[src/rtl/rv_isa_pkg.sv]
package rv_isa_pkg;

   localparam int XLEN     = 32;
   localparam int NUM_REGS = 32;
   localparam int REG_AW   = $clog2(NUM_REGS);
   localparam int SHAMT_W  = $clog2(XLEN);

   // Major opcodes, bits 6:0 of the instruction.
   localparam logic [6:0] OPC_OP     = 7'b0110011;
   localparam logic [6:0] OPC_OP_IMM = 7'b0010011;
   localparam logic [6:0] OPC_LUI    = 7'b0110111;
   localparam logic [6:0] OPC_AUIPC  = 7'b0010111;
   localparam logic [6:0] OPC_JAL    = 7'b1101111;
   localparam logic [6:0] OPC_JALR   = 7'b1100111;
   localparam logic [6:0] OPC_BRANCH = 7'b1100011;

   localparam logic [2:0] F3_ADD_SUB = 3'b000;
   localparam logic [2:0] F3_SLL     = 3'b001;
   localparam logic [2:0] F3_SLT     = 3'b010;
   localparam logic [2:0] F3_SLTU    = 3'b011;
   localparam logic [2:0] F3_XOR     = 3'b100;
   localparam logic [2:0] F3_SRL_SRA = 3'b101;
   localparam logic [2:0] F3_OR      = 3'b110;
   localparam logic [2:0] F3_AND     = 3'b111;
   localparam logic [2:0] F3_JALR    = 3'b000;

   localparam logic [2:0] F3_BEQ     = 3'b000;
   localparam logic [2:0] F3_BNE     = 3'b001;
   localparam logic [2:0] F3_BLT     = 3'b100;
   localparam logic [2:0] F3_BGE     = 3'b101;
   localparam logic [2:0] F3_BLTU    = 3'b110;
   localparam logic [2:0] F3_BGEU    = 3'b111;

   localparam logic [2:0] F3_MUL     = 3'b000;
   localparam logic [2:0] F3_MULH    = 3'b001;
   localparam logic [2:0] F3_MULHSU  = 3'b010;
   localparam logic [2:0] F3_MULHU   = 3'b011;
   localparam logic [2:0] F3_DIV     = 3'b100;
   localparam logic [2:0] F3_DIVU    = 3'b101;
   localparam logic [2:0] F3_REM     = 3'b110;
   localparam logic [2:0] F3_REMU    = 3'b111;

   localparam logic [6:0] F7_BASE    = 7'b0000000;
   localparam logic [6:0] F7_ALT     = 7'b0100000; // Sub and sra.
   localparam logic [6:0] F7_MULDIV  = 7'b0000001;

endpackage

[src/rtl/rv_exec_pkg.sv]
package rv_exec_pkg;

   typedef enum logic [5:0] {
      OP_ADD,
      OP_SUB,
      OP_XOR,
      OP_OR,
      OP_AND,
      OP_SLL,
      OP_SRL,
      OP_SRA,
      OP_SLT,
      OP_SLTU,
      OP_LUI,
      OP_AUIPC,
      OP_JAL,
      OP_JALR,
      OP_BEQ,
      OP_BNE,
      OP_BLT,
      OP_BGE,
      OP_BLTU,
      OP_BGEU,
      OP_MUL,
      OP_MULH,
      OP_MULHSU,
      OP_MULHU,
      OP_DIV,
      OP_DIVU,
      OP_REM,
      OP_REMU
   } alu_op_e;

   typedef struct packed {
      logic                              valid;
      logic                              illegal;
      alu_op_e                           op;
      logic [rv_isa_pkg::REG_AW-1:0]     rs1;
      logic [rv_isa_pkg::REG_AW-1:0]     rs2;
      logic [rv_isa_pkg::REG_AW-1:0]     rd;
      logic [rv_isa_pkg::XLEN-1:0]       op1;
      logic [rv_isa_pkg::XLEN-1:0]       op2;
      logic [rv_isa_pkg::XLEN-1:0]       imm;
      logic [rv_isa_pkg::XLEN-1:0]       pc;
      logic                              use_imm; // Operand 2 comes from imm.
   } dec_pkt_t;

   typedef struct packed {
      logic                              valid;
      logic                              illegal;
      logic [rv_isa_pkg::REG_AW-1:0]     rd;
      logic                              we;       // Already qualified, rd nonzero.
      logic [rv_isa_pkg::XLEN-1:0]       result;
      logic                              redirect;
      logic [rv_isa_pkg::XLEN-1:0]       target;
   } ex_pkt_t;

   typedef struct packed {
      logic                              we;
      logic [rv_isa_pkg::REG_AW-1:0]     rd;
      logic [rv_isa_pkg::XLEN-1:0]       data;
   } wb_fwd_t;

endpackage

[src/rtl/rv_decode.sv]
`timescale 1ns/1ps

module rv_decode (
   input  logic                          clk_i,
   input  logic                          rst_i,
   input  logic                          stall_i,
   input  logic                          instr_valid_i,
   input  logic [rv_isa_pkg::XLEN-1:0]   instr_i,
   input  logic [rv_isa_pkg::XLEN-1:0]   pc_i,
   output logic [rv_isa_pkg::REG_AW-1:0] rs1_addr_o,
   output logic [rv_isa_pkg::REG_AW-1:0] rs2_addr_o,
   input  logic [rv_isa_pkg::XLEN-1:0]   rs1_data_i,
   input  logic [rv_isa_pkg::XLEN-1:0]   rs2_data_i,
   output rv_exec_pkg::dec_pkt_t         dec_o
);
   import rv_isa_pkg::*;
   import rv_exec_pkg::*;

   logic [6:0]      opcode;
   logic [2:0]      funct3;
   logic [6:0]      funct7;
   logic [XLEN-1:0] imm_i, imm_u, imm_j, imm_b;
   dec_pkt_t        dec_d;
   dec_pkt_t        dec_q;

   assign opcode = instr_i[6:0];
   assign funct3 = instr_i[14:12];
   assign funct7 = instr_i[31:25];

   assign rs1_addr_o = instr_i[19:15];
   assign rs2_addr_o = instr_i[24:20];

   assign imm_i = {{20{instr_i[31]}}, instr_i[31:20]};
   assign imm_u = {instr_i[31:12], 12'b0};
   assign imm_j = {{12{instr_i[31]}}, instr_i[19:12], instr_i[20], instr_i[30:21], 1'b0};
   assign imm_b = {{20{instr_i[31]}}, instr_i[7], instr_i[30:25], instr_i[11:8], 1'b0};

   always_comb begin
      dec_d         = '0;
      dec_d.valid   = instr_valid_i;
      dec_d.illegal = 1'b0;
      dec_d.op      = OP_ADD;
      dec_d.rs1     = rs1_addr_o;
      dec_d.rs2     = rs2_addr_o;
      dec_d.rd      = instr_i[11:7];
      dec_d.op1     = rs1_data_i;
      dec_d.op2     = rs2_data_i;
      dec_d.pc      = pc_i;
      case (opcode)
         OPC_OP: begin
            if (funct7 == F7_MULDIV) begin
               case (funct3)
                  F3_MUL:    dec_d.op = OP_MUL;
                  F3_MULH:   dec_d.op = OP_MULH;
                  F3_MULHSU: dec_d.op = OP_MULHSU;
                  F3_MULHU:  dec_d.op = OP_MULHU;
                  F3_DIV:    dec_d.op = OP_DIV;
                  F3_DIVU:   dec_d.op = OP_DIVU;
                  F3_REM:    dec_d.op = OP_REM;
                  default:   dec_d.op = OP_REMU;
               endcase
            end else if (funct7 == F7_ALT) begin
               if (funct3 == F3_ADD_SUB) dec_d.op = OP_SUB;
               else if (funct3 == F3_SRL_SRA) dec_d.op = OP_SRA;
               else dec_d.illegal = 1'b1;
            end else if (funct7 == F7_BASE) begin
               case (funct3)
                  F3_ADD_SUB: dec_d.op = OP_ADD;
                  F3_SLL:     dec_d.op = OP_SLL;
                  F3_SLT:     dec_d.op = OP_SLT;
                  F3_SLTU:    dec_d.op = OP_SLTU;
                  F3_XOR:     dec_d.op = OP_XOR;
                  F3_SRL_SRA: dec_d.op = OP_SRL;
                  F3_OR:      dec_d.op = OP_OR;
                  default:    dec_d.op = OP_AND;
               endcase
            end else begin
               dec_d.illegal = 1'b1;
            end
         end
         OPC_OP_IMM: begin
            dec_d.imm     = imm_i;
            dec_d.use_imm = 1'b1;
            case (funct3)
               F3_ADD_SUB: dec_d.op = OP_ADD;
               F3_SLT:     dec_d.op = OP_SLT;
               F3_SLTU:    dec_d.op = OP_SLTU;
               F3_XOR:     dec_d.op = OP_XOR;
               F3_OR:      dec_d.op = OP_OR;
               F3_AND:     dec_d.op = OP_AND;
               F3_SLL: begin
                  dec_d.op      = OP_SLL;
                  dec_d.illegal = (funct7 != F7_BASE);
               end
               default: begin // Srli or srai.
                  dec_d.op      = (funct7 == F7_ALT) ? OP_SRA : OP_SRL;
                  dec_d.illegal = (funct7 != F7_BASE) && (funct7 != F7_ALT);
               end
            endcase
         end
         OPC_LUI: begin
            dec_d.op  = OP_LUI;
            dec_d.imm = imm_u;
         end
         OPC_AUIPC: begin
            dec_d.op  = OP_AUIPC;
            dec_d.imm = imm_u;
         end
         OPC_JAL: begin
            dec_d.op  = OP_JAL;
            dec_d.imm = imm_j;
         end
         OPC_JALR: begin
            dec_d.op      = OP_JALR;
            dec_d.imm     = imm_i;
            dec_d.illegal = (funct3 != F3_JALR);
         end
         OPC_BRANCH: begin
            dec_d.imm = imm_b;
            case (funct3)
               F3_BEQ:  dec_d.op = OP_BEQ;
               F3_BNE:  dec_d.op = OP_BNE;
               F3_BLT:  dec_d.op = OP_BLT;
               F3_BGE:  dec_d.op = OP_BGE;
               F3_BLTU: dec_d.op = OP_BLTU;
               F3_BGEU: dec_d.op = OP_BGEU;
               default: dec_d.illegal = 1'b1;
            endcase
         end
         default: dec_d.illegal = 1'b1; // Loads, stores, fences, system.
      endcase
   end

   always_ff @(posedge clk_i) begin
      if (!rst_i) begin
         dec_q.valid   <= 1'b0;
         dec_q.illegal <= 1'b0;
      end else if (!stall_i) begin
         dec_q <= dec_d;
      end
   end

   assign dec_o = dec_q;

endmodule

[config.mk]
export PLATFORM = sky130hd
export DESIGN_NAME = rv_decode
export DESIGN_NICKNAME = d
export VERILOG_FILES = /design/src/rtl/rv_isa_pkg.sv /design/src/rtl/rv_exec_pkg.sv /design/src/rtl/rv_decode.sv
export SDC_FILE = /design/constraint.sdc
export NUM_CORES = 1
export LEC_CHECK = 0
export BUFFER_PORTS_ARGS = -buffer_cell sky130_fd_sc_hd__clkbuf_2
export CAP_MARGIN = 10
export CORE_ASPECT_RATIO = 1.1
export CORE_MARGIN = 2
export CORE_UTILIZATION = 40
export DETAILED_ROUTE_END_ITERATION = 12
export PLACE_DENSITY_LB_ADDON = 0.25
export SYNTH_ARGS = -nofsm -noshare
export SYNTH_HDL_FRONTEND = slang
export SYNTH_SLANG_ARGS = --single-unit
[constraint.sdc]
create_clock -name clk_i -period 6.8 [get_ports clk_i]
set_clock_uncertainty 0.15 [all_clocks]
set_input_delay 0 -clock clk_i [delete_from_list [all_inputs] [get_ports clk_i]]
set_output_delay 0 -clock clk_i [all_outputs]
set_load 0.02 [all_outputs]
==> results of run 1 <==
repair_timing:
action                                 CTS  global route
hold buffers                           130             0
endpoints found under the hold margin  146             0
buffers inserted                         0             0
synth_stat cells, types with 2 or more instances:
| cell type | n | area share, % |
|---|---|---|
| a211o_1 | 3 | 0.47 |
| a21o_1 | 20 | 2.7 |
| a21oi_1 | 4 | 0.36 |
| a22o_1 | 4 | 0.63 |
| a31oi_1 | 2 | 0.22 |
| and2_1 | 7 | 0.79 |
| and3_1 | 4 | 0.45 |
| buf_2 | 7 | 0.63 |
| buf_4 | 13 | 1.8 |
| buf_6 | 2 | 0.40 |
| clkbuf_1 | 2 | 0.13 |
| dfxtp_1 | 2 | 0.72 |
| edfxtp_1 | 149 | 80 |
| inv_1 | 6 | 0.40 |
| mux2i_1 | 3 | 0.54 |
| nand2_1 | 5 | 0.34 |
| nand2b_1 | 5 | 0.56 |
| nand3_1 | 2 | 0.18 |
| nand4_1 | 2 | 0.22 |
| nor2_1 | 11 | 0.74 |
| nor2b_1 | 4 | 0.45 |
| nor3_1 | 2 | 0.18 |
| nor4bb_1 | 2 | 0.36 |
| o211ai_1 | 2 | 0.27 |
| o21ai_0 | 6 | 0.54 |
| o221ai_1 | 3 | 0.47 |
| o22a_1 | 2 | 0.31 |
| o2bb2ai_1 | 2 | 0.31 |
layer usage:
metal  GRT usage [%]  up-vias  wire, µm
li1                -     2027         -
met1            24.0     2105      5890
met2            39.4      235      8970
met3            6.62       45      1370
met4            10.0        0       633
met5               0        -         0
worst max-delay path by stage:
stage / startpoint / depth (start not counted) / to
6_report: stall_i / 5 / dec_o[96]$_DFFE_PP_
4_1_cts: stall_i / 5 / dec_o[126]$_DFFE_PP_
2_1_floorplan: rst_i / 1 / dec_o[0]$_DFFE_PP_
3_3_place_gp: stall_i / 4 / dec_o[65]$_DFFE_PP_
5_1_grt: stall_i / 5 / dec_o[134]$_DFFE_PP_
3_5_place_dp: stall_i / 4 / dec_o[119]$_DFFE_PP_
metrics by stage:
| step | power [mW] | hold WS (ps) |
|---|---|---|
| detailed placement | 1.36 | 28.6 |
| floorplan | 1.25 | -51.1 |
| global route | 2.37 | 60.3 |
| finish | 2.29 | 61.6 |
| CTS | 2.30 | 17.2 |
| global placement | 1.36 | 28.3 |
power groups by stage:
stage | logic (mW) | clock network, mW | registers, mW
after global routing | 0.321 | 0.932 | 1.11
after detailed placement | 0.238 | 0 | 1.12
after global placement | 0.235 | 0 | 1.12
after CTS | 0.300 | 0.899 | 1.11
final | 0.302 | 0.881 | 1.11
after floorplan | 0.0491 | 0 | 1.21
final cells by class:
type	instances	area [µm²]
fillers	977	4690
flip-flops and latches	151	4510
clock inverters	15	139
multi-input cells	123	877
inverters	6	22.5
well taps	188	235
clock buffers	17	425
diodes	1	2.50
repair buffers	424	2780
logic make-up (layout without fill, tap and decap cells):
logic type | after synthesis | after routing | share of synthesized area, %
XOR/XNOR | 1 | 1 | 0.157
multiplexers | 3 | 3 | 0.540
buffers and inverters | 30 | 462 | 3.33
flip-flops | 151 | 151 | 81.1
other | 1 | 2 | 0.0674
AND/OR/NAND/NOR | 57 | 57 | 6.52
AO/OA/AOI/OAI | 61 | 61 | 8.25
==> qor.csv, run 1 <==
stage;metric;value;unit
critical_path;crit_fanout;84;
critical_path;path_buf_inv;4;
sta;worst_pin_slew;1120;ps
placed_design;post-place-ws;4340;ps
drt;drt_iter0_markers;278;
logic_synthesis;synth_area_per_cell;18.3;µm²
hold_path;holdPathStages;2;
layout;design_area;8990;µm²
placed_design;hpwl;10900;µm
global_routing;antenna_found_initial;1;
layout;fin_nets;855;
drt;drt_first_pass_iters;5;
layout;drive_gt1_share;45.7;%
critical_path;crit_top_cell;buf_4;
logic_synthesis;ys.warnings.count;0;
critical_path;cp_cell_sequence;dlygate4sd3_1, clkbuf_2, nor2b_4, buf_4, buf_4;
floorplan;dieArea;14900;µm²
clock_tree;cts_buffers;17;
drt;vias;4412;
sta;rsz0062_at_grt;no;
clock_tree;clock_path_buffers;2;
power;intPower;1.70;mW
power;p_per_area;255;nW/µm²
critical_path;rrSetupSlack;5480;ps
floorplan;ios;294;
clock_tree;htreeDepth;4;
floorplan;rows;45;
sta;slew_headroom;25.2;%
critical_path;r2r_cells;3;
sta;setup_slack;4190;ps
logic_synthesis;synth-seq-area-share;81.1;%
layout;fin_util;65.7;%
power;seqPwrFrac;48.3;%
floorplan;core;13700;µm²
sta;period_needed;2610;ps
global_routing;grt_pass1_vias;4451;
job;max_cap_violations;0;
clock_tree;clk_pin_slew;60;ps
hold_path;hold_path.class;in -> reg;
logic_synthesis;synthesis.instances;304;
layout;largest_reg_flops;151;
critical_path;slowest_stage;buf_4;
logic_synthesis;syn_area;5560;µm²
layout;final_common_cell;clkbuf_2;
critical_path;critPathMaxStageDelay;830;ps
drt;via_per_inst;4.77;
logic_synthesis;synth-edff-count;149;
sta;setup_violations;0;
sta;fin_setup_tns;0;ps
power;combPwrFrac;13.2;%
power;clkPwrFrac;38.5;%
clock_tree;cts-resized-gates;0;
layout;mostFrequentLayoutCells;clkbuf_2 (292), edfxtp_1 (149), dlygate4sd3_1 (130);
critical_path;reg2reg_to;dec_o[151]$_SDFFE_PN0N_;
drt;remaining_drc_errors;0;
placed_design;io_buffers;292;
power;switching_power;0.593;mW
drt;ant_nets;0;
clock_tree;clock-sinks;151;
sta;hold_viol;0;
power;netSwitchingFraction;25.9;%
logic_synthesis;synth_fp_nets;436;
sta;min_period_over_period;38.4;%
global_routing;grt_use_total;22.1;%
layout;syn2layout_area_growth;61.6;%
power;max-vdd-ir-drop;0.147;mV
power;power.leakage;3.91;nW
critical_path;cp-end-kind;flop;
critical_path;r2r_start;dec_o[151]$_SDFFE_PN0N_;
floorplan;dieHeight;128;µm
clock_tree;root_buffer;clkbuf_16;
placed_design;gp_congestion;0.970;
placed_design;dpl-instance-area;7130;µm²
logic_synthesis;synth_seq_cells;151;
critical_path;crit_type;in -> reg;
clock_tree;clock_latency;410;ps
logic_synthesis;synth.distinct_cells;56;
clock_tree;cts_tree;done;
sta;slew_violations;0;
hold_path;min_to;dec_o[47]$_DFFE_PP_;
critical_path;setup.worst_path.start_class;input pin;
global_routing;grt_pass1_wl;24300;µm
placed_design;dp.cells;762;
global_routing;grt_overflow;0;
drt;wl;16900;µm
drt;drt-wirelength-per-cell;18.2;µm
hold_path;min_from;instr_i[14];
critical_path;crit_family;buffers and inverters;
global_routing;grt_start_max_net_pins;85;
floorplan;fp.dieW;116;µm
layout;finish.cell_count_without_fillers;925;
sta;max_freq;383;MHz
floorplan;initial_core_util;40.7;%
critical_path;worst_ep_required_time;6680;ps
logic_synthesis;ys.flop_type;edfxtp_1;
logic_synthesis;async_flop_share;0;%
critical_path;cp.arrival;2490;ps
status;outcome;complete, no violations;
No activity file was read; power rests on OpenSTA's default activity.
==> run 2: changes to the inputs <==
--- a/config.mk
+++ b/config.mk
@@ -5,11 +5,12 @@
 export SDC_FILE = /design/constraint.sdc
 export NUM_CORES = 1
 export LEC_CHECK = 0
+export ABC_AREA = 1
 export BUFFER_PORTS_ARGS = -buffer_cell sky130_fd_sc_hd__clkbuf_2
 export CAP_MARGIN = 10
 export CORE_ASPECT_RATIO = 1.1
 export CORE_MARGIN = 2
-export CORE_UTILIZATION = 40
+export CORE_UTILIZATION = 45
 export DETAILED_ROUTE_END_ITERATION = 12
 export PLACE_DENSITY_LB_ADDON = 0.25
 export SYNTH_ARGS = -nofsm -noshare
==> constraint.sdc (replaced) <==
create_clock -name clk_i -period 2.5 [get_ports clk_i]
set_clock_uncertainty 0.15 [all_clocks]
set_input_delay 0 -clock clk_i [delete_from_list [all_inputs] [get_ports clk_i]]
set_output_delay 0 -clock clk_i [all_outputs]
set_load 0.02 [all_outputs]
==> run 2 against run 1 <==
Area after synthesis fell by 0.29%. Count of clock-buffer cells in the layout rose by 1. Global-route usage rose by 3.5 points. Synthesized cell count rose by 13%. Sequential cell count did not move. Sequential power rose to 2.7 times the previous value. Largest cell class unchanged. Highest routed layer unchanged.
==> qor.csv, run 2 <==
stage;metric;value;unit
sta;max_freq;475;MHz
sta;slew_headroom;52.1;%
clock_tree;clk_pin_slew;60;ps
clock_tree;clock_path_buffers;2;
hold_path;hold_path.class;in -> reg;
sta;setup_slack;394;ps
logic_synthesis;ys.warnings.count;0;
logic_synthesis;synth_seq_cells;151;
logic_synthesis;synth-seq-area-share;81.4;%
floorplan;fp.dieW;110;µm
layout;final_common_cell;clkbuf_2;
floorplan;dieHeight;120;µm
drt;drt-wirelength-per-cell;17.8;µm
layout;design_area;9010;µm²
sta;hold_viol;0;
logic_synthesis;yosysTopAreaCell;edfxtp_1;
clock_tree;holdBufCountCts;131;
layout;register_area;4510;µm²
global_routing;grt_pass1_wl;24700;µm
job;max_cap_violations;0;
clock_tree;cts_tree;done;
critical_path;cp-end-kind;flop;
layout;syn2layout_area_growth;62.5;%
layout;finish.cell_count_without_fillers;945;
clock_tree;htreeDepth;4;
power;combPwrFrac;13.1;%
critical_path;cp.arrival;2250;ps
critical_path;crit_type;in -> reg;
drt;vias;4500;
power;power.leakage;3.98;nW
floorplan;dieArea;13200;µm²
status;outcome;complete, no violations;
hold_path;holdPathStages;4;
placed_design;dpl-instance-area;7150;µm²
power;netSwitchingFraction;25.9;%
floorplan;initial_core_util;46.1;%
critical_path;crit_fanout;6;
drt;ant_nets;0;
logic_synthesis;synthTopCellsByArea;edfxtp_1 (81%), nand2_1 (2.7%), nor2_1 (2.3%);
sta;worst_pin_slew;719;ps
logic_synthesis;syn_area;5550;µm²
layout;mostFrequentLayoutCells;clkbuf_2 (292), edfxtp_1 (149), dlygate4sd3_1 (131);
logic_synthesis;ys.flop_type;edfxtp_1;
power;max-vdd-ir-drop;0.504;mV
sta;slew_violations;0;
clock_tree;cts_buffers;17;
global_routing;antenna_found_initial;2;
logic_synthesis;synth_fp_nets;477;
placed_design;dp.cells;780;
drt;drt_first_pass_iters;4;
sta;rsz0062_at_grt;no;
clock_tree;cts-resized-gates;0;
critical_path;worst_ep_required_time;2650;ps
layout;fillers;767;
logic_synthesis;synth.distinct_cells;32;
power;seqPwrFrac;48.7;%
critical_path;setup.worst_path.start_class;input pin;
floorplan;ios;294;
floorplan;core;12000;µm²
clock_tree;clock_latency;410;ps
drt;wl;16800;µm
layout;drive_gt1_share;46.1;%
logic_synthesis;synth_commonest_cells;edfxtp_1 (149), nand2_1 (40), nor2_1 (34), inv_1 (26), nand3_1 (16);
placed_design;io_buffers;292;
clock_tree;root_buffer;clkbuf_16;
clock_tree;clock-sinks;151;
global_routing;grt_use_total;25.6;%
layout;fin_nets;908;
layout;multi_input_area;806;µm²
logic_synthesis;synth_top_area_share;80.6;%
global_routing;grt_pass1_vias;4600;
drt;drt_iter0_markers;268;
logic_synthesis;synth-edff-count;149;
sta;period_needed;2110;ps
placed_design;post-place-ws;615;ps
placed_design;gp_congestion;0.855;
power;p_per_area;686;nW/µm²
global_routing;grt_overflow;0;
drt;remaining_drc_errors;0;
layout;largest_reg_flops;151;
logic_synthesis;yosysMostFrequentCell;edfxtp_1;
power;switching_power;1.60;mW
power;clkPwrFrac;38.2;%
critical_path;r2r_cells;4;
clock_tree;postCtsSetupRepairBufs;0;
floorplan;rows;42;
drt;via_per_inst;4.76;
layout;fin_util;74.9;%
logic_synthesis;synth_area_per_cell;16.1;µm²
logic_synthesis;async_flop_share;0;%
logic_synthesis;synthesis.instances;345;
sta;setup_violations;0;
sta;min_period_over_period;84.2;%
placed_design;hpwl;11000;µm
power;intPower;4.59;mW
global_routing;grt_start_max_net_pins;96;
==> run 2: worst paths after layout <==
path	from	endpoint	slack, ps
max	instr_i[31]	dec_o[150]$_SDFFE_PN0N_	390
min	instr_i[4]	dec_o[147]$_DFFE_PP_	20
max reg2reg	dec_o[150]$_SDFFE_PN0N_	dec_o[150]$_SDFFE_PN0N_	620
min reg2reg	dec_o[151]$_SDFFE_PN0N_	dec_o[151]$_SDFFE_PN0N_	900
==> run 2: routing by layer <==
metal / vias up / wire length (µm) / track usage [%] / share of wire, %
met3: 35 / 1350 / 7.65 / 8.0
met4: 0 / 446 / 9.89 / 2.6
li1: 2087 / - / - / -
met5: - / 0 / 0 / 0
met2: 242 / 9380 / 45.9 / 56
met1: 2136 / 5670 / 27.8 / 34
==> run 2: power by group through the flow <==
stage,Combinational [mW],Clock (mW),Sequential (mW)
floorplan,0.119,0,3.27
global placement,0.616,0,3.05
detailed placement,0.628,0,3.06
CTS,0.801,2.38,3.01
global route,0.859,2.53,3.03
finish,0.808,2.37,3.01
==> run 2: critical path, stage by stage <==
cell           delay [ps]
dlygate4sd3_1         540
clkbuf_2              170
nor2_1                230
nand2_1               100
nor2_2                260
nor2_1                 90
nand3_1                80
nand3_1                80
nor2_1                110
nor2_1                 50
dlygate4sd3_1         540
==> run 2: final cells by class <==
cell class | count | area share, %
antenna | 2 | 0.0555
clock buffer | 18 | 4.76
clock inverter | 14 | 1.26
inverter | 34 | 1.61
multi-input combinational | 146 | 8.94
sequential | 151 | 50.1
tap | 154 | 2.14
timing repair buffer | 426 | 31.1
==> run 2: cells by family after synthesis <==
kind of cell,Yosys count,synth area share (%)
flops,151,81.4
compound gates,34,4.06
buf+inv,48,4.24
other cells,1,0.0676
simple gates,111,10.3
==> run 2: metrics by stage <==
stage	hold WS (ps)	power, mW	TNS (ps)
2_1_floorplan	-51.1	3.39	-42080
3_3_place_gp	26.8	3.67	0
3_5_place_dp	28.6	3.69	0
4_1_cts	3.50	6.19	0
5_1_grt	2.56	6.41	0
6_report	20.7	6.19	0
